===== config.mk =====
export PLATFORM = sky130hd
export DESIGN_NAME = dual_issue_core
export DESIGN_NICKNAME = d
export VERILOG_FILES = /design/src/logic/core_pkg.sv /design/src/logic/decode_stage.sv /design/src/logic/execute_stage.sv /design/src/logic/register_file.sv /design/src/logic/dual_issue_core.sv
export VERILOG_INCLUDE_DIRS = /design/src /design/src/include
export SDC_FILE = /design/constraint.sdc
export NUM_CORES = 2
export LEC_CHECK = 0
export ABC_CLOCK_PERIOD_IN_PS = 4800
export BUFFER_PORTS_ARGS = -buffer_cell sky130_fd_sc_hd__buf_2
export CAP_MARGIN = 20
export CORE_ASPECT_RATIO = 1.25
export CORE_MARGIN = 8
export CORE_UTILIZATION = 40
export DETAILED_ROUTE_END_ITERATION = 10
export MAX_ROUTING_LAYER = met4
export SYNTH_ARGS = -nofsm -noshare
export SYNTH_HDL_FRONTEND = slang
export SYNTH_SLANG_ARGS = --single-unit
export TNS_END_PERCENT = 20

===== constraint.sdc =====
create_clock -name clk -period 4.8 [get_ports clk]
set_input_delay 0 -clock clk [delete_from_list [all_inputs] [get_ports clk]]
set_output_delay 0 -clock clk [all_outputs]
set_load 0.01 [all_outputs]

===== src/include/la32_opcodes.svh =====
`ifndef LA32_OPCODES_SVH
`define LA32_OPCODES_SVH

// ##################################################
// 3R format with the opcode in instruction bits 31:15
// rk in 14:10, rj in 9:5, rd in 4:0
// ##################################################

localparam logic [16:0] OPC_ADD_W = 17'h00020; // add.w rd, rj, rk
localparam logic [16:0] OPC_SUB_W = 17'h00022; // sub.w rd, rj, rk
localparam logic [16:0] OPC_SLT   = 17'h00024; // Signed set-less-than
localparam logic [16:0] OPC_SLTU  = 17'h00025; // Unsigned set-less-than
localparam logic [16:0] OPC_AND   = 17'h00029;
localparam logic [16:0] OPC_OR    = 17'h0002a;
localparam logic [16:0] OPC_XOR   = 17'h0002b;

// ##################################################
// 2RI12 format with the opcode in instruction bits 31:22
// si12 in 21:10, rj in 9:5, rd in 4:0
// ##################################################

localparam logic [9:0]  OPC_ADDI_W = 10'h00a; // addi.w rd, rj, si12

`endif


===== src/logic/core_pkg.sv =====
package core_pkg;

    `include "la32_opcodes.svh"

    // ##################################################
    // Width types
    // ##################################################

    typedef logic [31:0]        word_t;      // Register value, result or instruction
    typedef logic [4:0]         reg_addr_t;  // One of 32 architectural registers
    typedef logic signed [11:0] imm12_t;     // si12 field of the 2RI12 format

    // ##################################################
    // Internal ALU operation codes
    // ##################################################

    typedef logic [3:0] alu_op_t;

    localparam alu_op_t OP_NOP  = 4'd0; // Retires without a register write
    localparam alu_op_t OP_ADD  = 4'd1;
    localparam alu_op_t OP_SUB  = 4'd2;
    localparam alu_op_t OP_SLT  = 4'd3;
    localparam alu_op_t OP_SLTU = 4'd4;
    localparam alu_op_t OP_AND  = 4'd5;
    localparam alu_op_t OP_OR   = 4'd6;
    localparam alu_op_t OP_XOR  = 4'd7;
    localparam alu_op_t OP_ADDI = 4'd8; // Second operand from the immediate

endpackage


===== src/logic/decode_stage.sv =====
module decode_stage import core_pkg::*; (
    input  logic      clk,
    input  logic      rstn,
    input  logic      issue_valid0,
    input  logic      issue_valid1,
    input  word_t     inst0,
    input  word_t     inst1,
    output logic      d_valid0,
    output logic      d_valid1,
    output alu_op_t   d_op0,
    output alu_op_t   d_op1,
    output reg_addr_t d_rj0,
    output reg_addr_t d_rj1,
    output reg_addr_t d_rk0,
    output reg_addr_t d_rk1,
    output reg_addr_t d_rd0,
    output reg_addr_t d_rd1,
    output imm12_t    d_imm0,
    output imm12_t    d_imm1
);

    alu_op_t op0;
    alu_op_t op1;

    // ##################################################
    // Opcode match
    // ##################################################

    function automatic alu_op_t decode_op(input word_t inst);
        alu_op_t op;
        op = OP_NOP;
        if (inst[31:22] == OPC_ADDI_W) begin
            op = OP_ADDI;
        end else begin
            case (inst[31:15])
                OPC_ADD_W: op = OP_ADD;
                OPC_SUB_W: op = OP_SUB;
                OPC_SLT:   op = OP_SLT;
                OPC_SLTU:  op = OP_SLTU;
                OPC_AND:   op = OP_AND;
                OPC_OR:    op = OP_OR;
                OPC_XOR:   op = OP_XOR;
                default:   op = OP_NOP; // Unknown encodings retire as no-ops
            endcase
        end
        return op;
    endfunction

    assign op0 = decode_op(inst0);
    assign op1 = decode_op(inst1);

    // ##################################################
    // Decode registers
    // ##################################################

    always_ff @(posedge clk or negedge rstn) begin
        if (!rstn) begin
            d_valid0 <= 1'b0;
            d_valid1 <= 1'b0;
            d_op0    <= OP_NOP;
            d_op1    <= OP_NOP;
        end else begin
            d_valid0 <= issue_valid0;
            d_valid1 <= issue_valid1;
            d_op0    <= issue_valid0 ? op0 : OP_NOP; // Empty lane never writes
            d_op1    <= issue_valid1 ? op1 : OP_NOP;
        end
    end

    // Register fields taken raw from both formats
    always_ff @(posedge clk) begin
        d_rj0  <= inst0[9:5];
        d_rk0  <= inst0[14:10];
        d_rd0  <= inst0[4:0];
        d_imm0 <= inst0[21:10];
        d_rj1  <= inst1[9:5];
        d_rk1  <= inst1[14:10];
        d_rd1  <= inst1[4:0];
        d_imm1 <= inst1[21:10];
    end

endmodule


===== src/logic/execute_stage.sv =====
module execute_stage import core_pkg::*; (
    input  logic      clk,
    input  logic      rstn,
    input  logic      d_valid0,
    input  logic      d_valid1,
    input  alu_op_t   d_op0,
    input  alu_op_t   d_op1,
    input  reg_addr_t d_rj0,
    input  reg_addr_t d_rj1,
    input  reg_addr_t d_rk0,
    input  reg_addr_t d_rk1,
    input  reg_addr_t d_rd0,
    input  reg_addr_t d_rd1,
    input  imm12_t    d_imm0,
    input  imm12_t    d_imm1,
    input  word_t     rrj0,
    input  word_t     rrk0,
    input  word_t     rrj1,
    input  word_t     rrk1,
    output reg_addr_t rj0,
    output reg_addr_t rk0,
    output reg_addr_t rj1,
    output reg_addr_t rk1,
    output logic      ret_valid0,
    output logic      ret_valid1,
    output logic      ret_write0,
    output logic      ret_write1,
    output reg_addr_t ret_addr0,
    output reg_addr_t ret_addr1,
    output word_t     ret_data0,
    output word_t     ret_data1
);

    word_t opb0;
    word_t opb1;
    word_t res0;
    word_t res1;

    // Source numbers go straight to the register file read ports
    assign rj0 = d_rj0;
    assign rk0 = d_rk0;
    assign rj1 = d_rj1;
    assign rk1 = d_rk1;

    // ##################################################
    // Operand select and ALU
    // ##################################################

    function automatic word_t select_b(input alu_op_t op, input imm12_t imm, input word_t rk);
        word_t b;
        if (op == OP_ADDI) begin
            b = {{20{imm[11]}}, imm}; // si12 sign-extended
        end else begin
            b = rk;
        end
        return b;
    endfunction

    function automatic word_t alu(input alu_op_t op, input word_t a, input word_t b);
        word_t y;
        case (op)
            OP_ADD,
            OP_ADDI: y = a + b;
            OP_SUB:  y = a - b;
            OP_SLT:  y = {31'b0, $signed(a) < $signed(b)};
            OP_SLTU: y = {31'b0, a < b};
            OP_AND:  y = a & b;
            OP_OR:   y = a | b;
            OP_XOR:  y = a ^ b;
            default: y = '0; // No-op result is never written
        endcase
        return y;
    endfunction

    always_comb begin
        opb0 = select_b(d_op0, d_imm0, rrk0);
        opb1 = select_b(d_op1, d_imm1, rrk1);
        res0 = alu(d_op0, rrj0, opb0);
        res1 = alu(d_op1, rrj1, opb1);
    end

    // ##################################################
    // Retire and writeback latch
    // ##################################################

    always_ff @(posedge clk or negedge rstn) begin
        if (!rstn) begin
            ret_valid0 <= 1'b0;
            ret_valid1 <= 1'b0;
            ret_write0 <= 1'b0;
            ret_write1 <= 1'b0;
        end else begin
            ret_valid0 <= d_valid0;
            ret_valid1 <= d_valid1;
            ret_write0 <= d_valid0 && (d_op0 != OP_NOP);
            ret_write1 <= d_valid1 && (d_op1 != OP_NOP);
        end
    end

    always_ff @(posedge clk) begin
        ret_addr0 <= d_rd0;
        ret_addr1 <= d_rd1;
        ret_data0 <= res0;
        ret_data1 <= res1;
    end

endmodule


===== src/logic/register_file.sv =====
module register_file import core_pkg::*; (
    input  logic      clk,
    input  logic      rstn,
    input  logic      ifwb0,
    input  logic      ifwb1,
    input  reg_addr_t wb_addr0,
    input  reg_addr_t wb_addr1,
    input  word_t     wb_data0,
    input  word_t     wb_data1,
    input  reg_addr_t rj0,
    input  reg_addr_t rk0,
    input  reg_addr_t rj1,
    input  reg_addr_t rk1,
    input  reg_addr_t dbg_addr,
    output word_t     rrj0,
    output word_t     rrk0,
    output word_t     rrj1,
    output word_t     rrk1,
    output word_t     dbg_data
);

    word_t rf [0:31];

    // ##################################################
    // Two write ports
    // ##################################################

    always_ff @(posedge clk or negedge rstn) begin
        if (!rstn) begin
            for (int i = 0; i < 32; i++) begin
                rf[i] <= '0;
            end
        end else begin
            if (ifwb0 && (wb_addr0 != '0)) begin
                rf[wb_addr0] <= wb_data0;
            end
            // Later assignment wins, so lane 1 takes a shared address
            if (ifwb1 && (wb_addr1 != '0)) begin
                rf[wb_addr1] <= wb_data1;
            end
        end
    end

    // ##################################################
    // Read ports with bypass
    // ##################################################

    function automatic word_t read_port(input reg_addr_t addr);
        word_t d;
        if (addr == '0) begin
            d = '0; // r0 is hardwired
        end else if (ifwb1 && (addr == wb_addr1)) begin
            d = wb_data1;
        end else if (ifwb0 && (addr == wb_addr0)) begin
            d = wb_data0;
        end else begin
            d = rf[addr];
        end
        return d;
    endfunction

    always_comb begin
        rrj0 = read_port(rj0);
        rrk0 = read_port(rk0);
        rrj1 = read_port(rj1);
        rrk1 = read_port(rk1);
    end

    assign dbg_data = rf[dbg_addr]; // Raw array, no bypass

endmodule


===== src/logic/dual_issue_core.sv =====
module dual_issue_core import core_pkg::*; (
    input  logic      clk,
    input  logic      rstn,
    input  logic      issue_valid0,
    input  logic      issue_valid1,
    input  word_t     inst0,
    input  word_t     inst1,
    input  reg_addr_t dbg_addr,
    output logic      ret_valid0,
    output logic      ret_valid1,
    output reg_addr_t ret_addr0,
    output reg_addr_t ret_addr1,
    output word_t     ret_data0,
    output word_t     ret_data1,
    output word_t     dbg_data
);

    // Decode to execute
    logic      d_valid0;
    logic      d_valid1;
    alu_op_t   d_op0;
    alu_op_t   d_op1;
    reg_addr_t d_rj0;
    reg_addr_t d_rj1;
    reg_addr_t d_rk0;
    reg_addr_t d_rk1;
    reg_addr_t d_rd0;
    reg_addr_t d_rd1;
    imm12_t    d_imm0;
    imm12_t    d_imm1;

    // Execute to register file
    reg_addr_t rj0;
    reg_addr_t rk0;
    reg_addr_t rj1;
    reg_addr_t rk1;
    word_t     rrj0;
    word_t     rrk0;
    word_t     rrj1;
    word_t     rrk1;
    logic      ifwb0;
    logic      ifwb1;

    decode_stage u_decode (
        .clk          (clk),
        .rstn         (rstn),
        .issue_valid0 (issue_valid0),
        .issue_valid1 (issue_valid1),
        .inst0        (inst0),
        .inst1        (inst1),
        .d_valid0     (d_valid0),
        .d_valid1     (d_valid1),
        .d_op0        (d_op0),
        .d_op1        (d_op1),
        .d_rj0        (d_rj0),
        .d_rj1        (d_rj1),
        .d_rk0        (d_rk0),
        .d_rk1        (d_rk1),
        .d_rd0        (d_rd0),
        .d_rd1        (d_rd1),
        .d_imm0       (d_imm0),
        .d_imm1       (d_imm1)
    );

    execute_stage u_execute (
        .clk        (clk),
        .rstn       (rstn),
        .d_valid0   (d_valid0),
        .d_valid1   (d_valid1),
        .d_op0      (d_op0),
        .d_op1      (d_op1),
        .d_rj0      (d_rj0),
        .d_rj1      (d_rj1),
        .d_rk0      (d_rk0),
        .d_rk1      (d_rk1),
        .d_rd0      (d_rd0),
        .d_rd1      (d_rd1),
        .d_imm0     (d_imm0),
        .d_imm1     (d_imm1),
        .rrj0       (rrj0),
        .rrk0       (rrk0),
        .rrj1       (rrj1),
        .rrk1       (rrk1),
        .rj0        (rj0),
        .rk0        (rk0),
        .rj1        (rj1),
        .rk1        (rk1),
        .ret_valid0 (ret_valid0),
        .ret_valid1 (ret_valid1),
        .ret_write0 (ifwb0),
        .ret_write1 (ifwb1),
        .ret_addr0  (ret_addr0),
        .ret_addr1  (ret_addr1),
        .ret_data0  (ret_data0),
        .ret_data1  (ret_data1)
    );

    // Retire latch doubles as the write port
    register_file u_regfile (
        .clk      (clk),
        .rstn     (rstn),
        .ifwb0    (ifwb0),
        .ifwb1    (ifwb1),
        .wb_addr0 (ret_addr0),
        .wb_addr1 (ret_addr1),
        .wb_data0 (ret_data0),
        .wb_data1 (ret_data1),
        .rj0      (rj0),
        .rk0      (rk0),
        .rj1      (rj1),
        .rk1      (rk1),
        .dbg_addr (dbg_addr),
        .rrj0     (rrj0),
        .rrk0     (rrk0),
        .rrj1     (rrj1),
        .rrk1     (rrk1),
        .dbg_data (dbg_data)
    );

endmodule


# ---- After elaboration in Yosys (flattened, before gate mapping)
# Index checks and enable logic that the tools add are counted.
dict set report totals {
  latchBits 0
  output_inout_bits 108
  memories 0
  elab_cells 191
  reg_bits 1166
  romBits 0
  ramBits 0
}
dict set report op_classes {
  magnitude_cmp 13
  bitwise 13
  n_reduce_logical 24
  n_mul 0
  n_shift 0
  muxes 45
  div_mod_pow 0
  n_addsub 4
  n_eq_ne 40
}
# cell count
set op_table {}
lappend op_table {{$bwmux 1024} 2}
lappend op_table {{$mux 1024} 2}
lappend op_table {{$mux 32} 26}
lappend op_table {{$bmux 32 s5} 5}
lappend op_table {{$pmux 32 s7} 2}
lappend op_table {{$demux 32 s5} 2}
lappend op_table {{$eq 17x6->1 const B} 14}
lappend op_table {{$lt 32x32->1} 4}
lappend op_table {{$add 32x32->32} 2}
lappend op_table {{$and 32x32->32} 2}
lappend op_table {{$or 32x32->32} 2}
lappend op_table {{$sub 32x32->32} 2}
lappend op_table {{$xor 32x32->32} 2}
lappend op_table {{$ge 6x6->1 const B} 7}
lappend op_table {{$not 5->6} 7}
lappend op_table {{$pmux 3 s7} 2}
lappend op_table {{$eq 5x5->1} 8}
lappend op_table {{$eq 4x3->1 const B} 8}
lappend op_table {{$eq 10x4->1 const B} 2}
lappend op_table {{$logic_not 5->1} 4}
lappend op_table {{$eq 4x2->1 const B} 4}
lappend op_table {{$mux 4} 4}
lappend op_table {{$logic_and 1x1->1} 14}
lappend op_table {{$lt 6x1->1 const B} 2}
lappend op_table {{5 further kinds} 10}

# ---- Depth between registers and ports, before layout
dict set report depth {
  ltp_word 10
  depth_mapped 24
  depth_no_buf 20
}

# ---- Cells and area by module
# A second synthesis with hierarchy kept.
dict set report unflattened {
  hier_cells 9963
  area_unflattened_um2 104238.7
}
# mod cells_each seq_area_each_um2 n_inst area_per_inst_um2
set by_module_without_submodules {}
lappend by_module_without_submodules {register_file 8094 25624.6 1 90340.4}
lappend by_module_without_submodules {execute_stage 1767 1581.5 1 12409.4}
lappend by_module_without_submodules {decode_stage 102 1131.1 1 1488.9}

# ---- Least setup slack after synthesis
# No wires, ideal clock.
dict set report synth_timing {
  path_kind {register to register}
  start {register u_decode.d_rj1[0]}
  end {register u_execute.ret_data1[28]}
  path_stages_with_launch 21
  setup_slack_ns -0.349
  arrival_ns 5.023
  synth_period_minus_slack_ns 5.149
  path_cell_list {dfxtp_1 buf_2 buf_1 mux4_2 mux4_2 mux2i_1 nor2_1 a21oi_1 o21ai_1 and2_1 ha_1 fa_1 a211oi_1 o21ai_1 a21oi_1 o22ai_1 a2111oi_0 o31ai_1 a221o_1 nand2_1 o21ai_1}
}
dict set report synth_via {
  elab_chain_len 9
  word_cells_on_any_way 18
}
# item line_no
set synth_rtl {}
lappend synth_rtl {{from (decl)} decode_stage.sv:13} ;# output reg_addr_t d_rj1,
lappend synth_rtl {{from (signal assigned)} decode_stage.sv:76} ;# d_rj1 <= inst1[9:5];
lappend synth_rtl {{$not 5->6 (implied by the code)} register_file.sv:57} ;# d = rf[addr];
lappend synth_rtl {{$bmux 32 s5} register_file.sv:57}
lappend synth_rtl {{$mux 32 (implied by the code) (2 in a row)} register_file.sv:57}
lappend synth_rtl {{$mux 32} register_file.sv:54} ;# end else if (ifwb0 && (addr == wb_addr0)) begin
lappend synth_rtl {{$mux 32} register_file.sv:52} ;# end else if (ifwb1 && (addr == wb_addr1)) begin
lappend synth_rtl {{$mux 32 (*)} register_file.sv:50} ;# if (addr == '0) begin
lappend synth_rtl {{$sub 32x32->32 (tied with other cells)} execute_stage.sv:64} ;# OP_SUB: y = a - b;
lappend synth_rtl {{$pmux 32 s7 (*)} execute_stage.sv:61} ;# case (op)
lappend synth_rtl {{net u_execute.res1[28]} execute_stage.sv:37} ;# word_t res1;
lappend synth_rtl {{to (signal assigned)} execute_stage.sv:104} ;# ret_data1 <= res1;
lappend synth_rtl {{to (decl)} execute_stage.sv:31} ;# output word_t ret_data1
# Mark *: on every way through the listed nets, which the timed path passes. The rest lies on a longest branch. The select of a mux whose other input is x is not followed.

# ---- Final worst setup path
dict set report layout_timing {
  start {register u_decode.d_rj0[0]}
  end {register u_execute.ret_data0[27]}
}
dict set report layout_via {
  elab_chain_len 9
  word_cells_on_any_way 18
}
# item line_no
set layout_rtl {}
lappend layout_rtl {{from (decl)} decode_stage.sv:12} ;# output reg_addr_t d_rj0,
lappend layout_rtl {{from (signal assigned)} decode_stage.sv:72} ;# d_rj0 <= inst0[9:5];
lappend layout_rtl {{$not 5->6 (implied by the code)} register_file.sv:57}
lappend layout_rtl {{$bmux 32 s5} register_file.sv:57}
lappend layout_rtl {{$mux 32 (implied by the code) (2 in a row)} register_file.sv:57}
lappend layout_rtl {{$mux 32} register_file.sv:54}
lappend layout_rtl {{$mux 32} register_file.sv:52}
lappend layout_rtl {{$mux 32 (*)} register_file.sv:50}
lappend layout_rtl {{$sub 32x32->32 (tied with other cells)} execute_stage.sv:64}
lappend layout_rtl {{$pmux 32 s7 (*)} execute_stage.sv:61}
lappend layout_rtl {{net u_execute.res0[27]} execute_stage.sv:36} ;# word_t res0;
lappend layout_rtl {{to (signal assigned)} execute_stage.sv:103} ;# ret_data0 <= res0;
lappend layout_rtl {{to (decl)} execute_stage.sv:30} ;# output word_t ret_data0,
# Marked as above.

==> results.md <==
Run status:
- The flow ran to the end, but the final reports show violations.
- The final reports fail on setup timing.

Logic synthesis:
- The synthesized design contains 1156 register bits.
- The combinational family with the most area after synthesis is multiplexers.
- Summing the areas of all compound-gate instances in the mapped netlist gives 11.6% of the synthesized area.
- Summing the sequential cell areas from Yosys gives 27.5% of the chip area.
- Summing the areas of all xor and xnor instances in the mapped netlist gives 0.357% of the synthesized area.
- Averaged over all synthesized cells, the footprint is 11.1 µm².
- The cell area that synthesis handed to floorplanning was 103000 µm².
- The leading register cell type out of synthesis is sky130_fd_sc_hd__dfrtp_1.
- When the netlist entered floorplanning its net count stood at 9585.
- In the synthesized netlist the async set-or-reset flop fraction comes to 89.8%.
- The adder and majority gate portion of the synthesized area is 2.48%.
- The post-synthesis cell type count is 102.
- Yosys printed 0 warnings.
- The number of flops mapped to enable cells by yosys is 0.
- The cell count after synthesis came out at 9310.
- After synthesis, the share of cell area in mux cells is 45.5%.
- Summing the areas of all and, or, nand and nor instances in the mapped netlist gives 7.37% of the synthesized area.

STA:
- The upper clock frequency limit is 187 MHz.
- At the pin with the least slew margin, the transition time is 1290 ps.
- The smallest clock period supported by the final layout is computed as 5360 ps.
- On the final layout, the worst clock skew is 43.5 ps.
- The final count of hold timing violations is 0.
- The final setup violation count is 43.
- The tightest slew margin relative to the limit is 13.8%.
- Setup repair after global routing could not meet its margin everywhere.
- In the final timing run, aggregate negative setup slack is -13900 ps.
- The total count of max-transition violations in the final report came to 0.
- The worst setup slack after layout is -555 ps.
- The share of the clock period used by the worst path is 112%.
- Hold is met by 17.0 ps.

Die:
- The core box area is 257000 µm².
- From left edge to right edge, the die measures 470 µm.
- The floorplan step defined a die boundary enclosing 274000 µm².
- The initial cell density of the core is 40.2%.
- The floorplan die height is 584 µm.
- The number of top-level pins is 181.
- The number of standard-cell rows in the floorplan is 208.

Clock tree:
- Clock-pin slew was measured on the worst setup and hold paths at 60 ps.
- The number of levels the H-tree was split into is 4.
- The number of buffers created by CTS is 154.
- The root buffer cell chosen for the clock tree is sky130_fd_sc_hd__clkbuf_16.
- The clock tree from TritonCTS is yes.
- Clock latency on the worst-skew pair, taken at its later pin, is 880 ps.
- The maximum count of clock buffers along a single path is 4.
- The number of clock sinks seen by CTS is 1156.

Power and ir drop:
- In this run switching power makes up 27.2% of total power.
- The post-layout total power is 0.0251 W.
- Per report_power, the clock group accounts for 49.6% of the total.
- The largest vdd supply drop is 0.337 mV.
- The sequential fraction of design power is 39.1%.
- The portion of total power attributed to combinational logic is 11.3%.
- For this design the static power due to leakage is 57.0 nW.
- The net switching power is 0.00684 W.
- For this design the ratio of total power to cell area is 192 nW/µm².
- Cell internal power was estimated by the tool at 0.0183 W.

Critical path:
- In this design, the stage delay of the slowest critical-path cell is 580 ps.
- The cell family contributing the most delay on the critical path is buffers and inverters.
- The worst setup path is captured at a flip-flop.
- The data required time of the critical path is 5560 ps.
- The worst setup path is launched from a flip-flop.
- The arrival time at the worst endpoint is 6120 ps.
- The maximum fanout along the worst path is 11.
- The path type of the worst setup path is reg2reg.
- Together, buffers and inverters on the worst path number 12.
- By instance count, the cell type seen most on the critical path is sky130_fd_sc_hd__buf_4.
- The critical-path cell with the highest stage delay is sky130_fd_sc_hd__and3_2.

Layout:
- Counting the fill cells in the layout gives 22.1k.
- The layout cell share with drive strength beyond 1 is 42.7%.
- The net count of the finished layout is 10.8k.
- The top cell types in the final layout, fill and taps aside, are 1600 x sky130_fd_sc_hd__mux4_2, 1555 x sky130_fd_sc_hd__buf_4, 1038 x sky130_fd_sc_hd__dfrtp_1, 996 x sky130_fd_sc_hd__mux2i_1, 971 x sky130_fd_sc_hd__nor2_1.
- The leading cell type in the layout, fill and taps excluded is sky130_fd_sc_hd__mux4_2.
- The growth of design area from synthesis to finish is 27.2%.
- The cell area after layout is 131000 µm².

Detailed routing:
- The iteration count of the initial detailed-routing pass is 9.
- After detailed routing, the number of remaining DRC violations is 0.
- In this run the remaining antenna-violating nets after routing total 0.
- In the routed layout, each cell is associated on average with a via count of 7.05.
- The post-detailed-route wirelength per cell is 37.5 µm.
- The via count is 98.6k.
- The sum of routed wire length over all layers is 525 mm.
- The first routing iteration left 16.3k violations.

Global route:
- The via count of the first global-routing pass came to 96.8k.
- The total routing usage reported by global routing is 38.0%.
- The initial antenna violation count is 34.
- The first global-routing pass estimated 736 mm of wire.
- The largest net degree at the start of global routing is 138.
- Global routing finished with a remaining overflow of 0.

Place:
- The HPWL after detailed placement is 340 mm.
- The routability-driven placement congestion ratio is 1.02.
- The post-place instance area is 119000 µm².
- The number of port buffers is 180.

Flow run:
- Max-cap violations in this run came to 0.

Hold path:
- The worst hold path belongs to the class in2reg.
==> power groups by stage <==
stage / clock [W] / sequential [W] / combinational (W)
3_5_place_dp: 0 / 0.0100 / 0.00235
4_1_cts: 0.0125 / 0.00982 / 0.00273
2_1_floorplan: 0 / 0.00996 / 0.00128
3_3_place_gp: 0 / 0.0100 / 0.00232
6_report: 0.0125 / 0.00983 / 0.00284
5_1_grt: 0.0128 / 0.00982 / 0.00288
==> stage by stage <==
stage / util (%) / instances / worst slack [ps]
floorplan: - / 9310 / -6.26
global placement: 46.3 / 13380 / -1480
detailed placement: 46.4 / 13383 / -1380
CTS: 50.6 / 13908 / -454
global route: 51.1 / 13983 / -615
finish: 51.1 / 13989 / -555
==> cells by family (layout without fill, tap and decap cells) <==
family | Yosys count | in the layout
and+or+nand+nor | 1842 | 1842
DFF | 1156 | 1156
other | 0 | 35
AOI/OAI and AO/OA | 2037 | 2037
xor gates and xnor gates | 42 | 42
buffers and inverters | 1354 | 2638
muxes | 2677 | 2677
adders and majority gates | 202 | 202
==> per-layer routing <==
metal	wire, µm	track usage, %	up-vias
met4	50300	27.5	0
met5	0	-	-
met1	174000	43.4	48674
met3	80800	16.1	2721
met2	219000	53.3	8860
li1	-	-	38300
==> Yosys cell counts (54+ instances only) <==
master                     instances  area, µm²
sky130_fd_sc_hd__a32oi_1         102        893
sky130_fd_sc_hd__a211oi_1         85        638
sky130_fd_sc_hd__and2_1           65        407
sky130_fd_sc_hd__clkbuf_1        857       3220
sky130_fd_sc_hd__a21oi_1         995       4980
sky130_fd_sc_hd__inv_1           128        480
sky130_fd_sc_hd__nor2_1         1014       3810
sky130_fd_sc_hd__mux2i_1        1041      10400
sky130_fd_sc_hd__dfrtp_1        1038      26000
sky130_fd_sc_hd__ha_1            198       2480
sky130_fd_sc_hd__o21ai_1         144        721
sky130_fd_sc_hd__inv_2            65        244
sky130_fd_sc_hd__nand2_1         537       2020
sky130_fd_sc_hd__dfxtp_1         118       2360
sky130_fd_sc_hd__buf_1           144        541
sky130_fd_sc_hd__buf_2           139        696
sky130_fd_sc_hd__o21ai_0         375       1880
sky130_fd_sc_hd__mux4_2         1600      36000
sky130_fd_sc_hd__o22ai_1          54        338
==> area by class of cell <==
type / count / area, µm² / share of cell area [%]
antenna: 35 / 87.6 / 0.0668
multi-input combinational: 6800 / 72400 / 55.2
clock inverter: 62 / 802 / 0.612
timing repair buffer: 2176 / 20100 / 15.3
tap: 3360 / 4200 / 3.21
sequential: 1156 / 28400 / 21.7
inverter: 193 / 727 / 0.554
clock buffer: 207 / 4380 / 3.34
==> state kept, by name, indices dropped and copies added (netlist names), 5 cells and up <==
signal	flops
u_decode.d_imm1	8
u_decode.d_rj0	5
u_decode.d_rd0	5
u_execute.ret_addr0	5
u_decode.d_imm0	8
u_execute.ret_addr1	5
u_execute.ret_data1	32
u_regfile.rf	1024
u_decode.d_rd1	5
u_execute.ret_data0	32
u_decode.d_rj1	5
==> what timing repair did <==
action / 4_1_cts / 5_1_grt
endpoints found under the setup margin: 53 / 54
setup buffers: 116 / 50
hold buffers: 119 / 0
hold endpoints to repair: 1002 / 0
pin swaps: 145 / 86
cloned: 33 / 3
resized for setup: 533 / 167
==> tightest hold or removal path, cell delays in order <==
cell and delay (ps):
sky130_fd_sc_hd__dlygate4sd3_1 530, sky130_fd_sc_hd__buf_2 150, sky130_fd_sc_hd__a21oi_1 70, sky130_fd_sc_hd__nor2_1 90
==> path summary, 6_finish.rpt <==
path | slack [ps] | depth (start not counted) | to | from
setup / recovery | -560 | 26 | u_execute.ret_data0[27]$_DFF_P_ | u_decode.d_rj0[0]$_DFF_P_
hold / removal | 20 | 4 | u_decode.d_op0[0]$_DFF_PN0_ | inst0[15]
setup reg to reg | -560 | 26 | u_execute.ret_data0[27]$_DFF_P_ | u_decode.d_rj0[0]$_DFF_P_
hold reg to reg | 320 | 0 | u_execute.ret_addr1[1]$_DFF_P_ | u_decode.d_rd1[1]$_DFF_P_
max in group asynchronous | 3310 | 4 | u_regfile.rf[678]$_DFF_PN0_ | rstn
min in group asynchronous | 540 | 4 | u_regfile.rf[329]$_DFF_PN0_ | rstn
(Power assumes the default switching activity.)
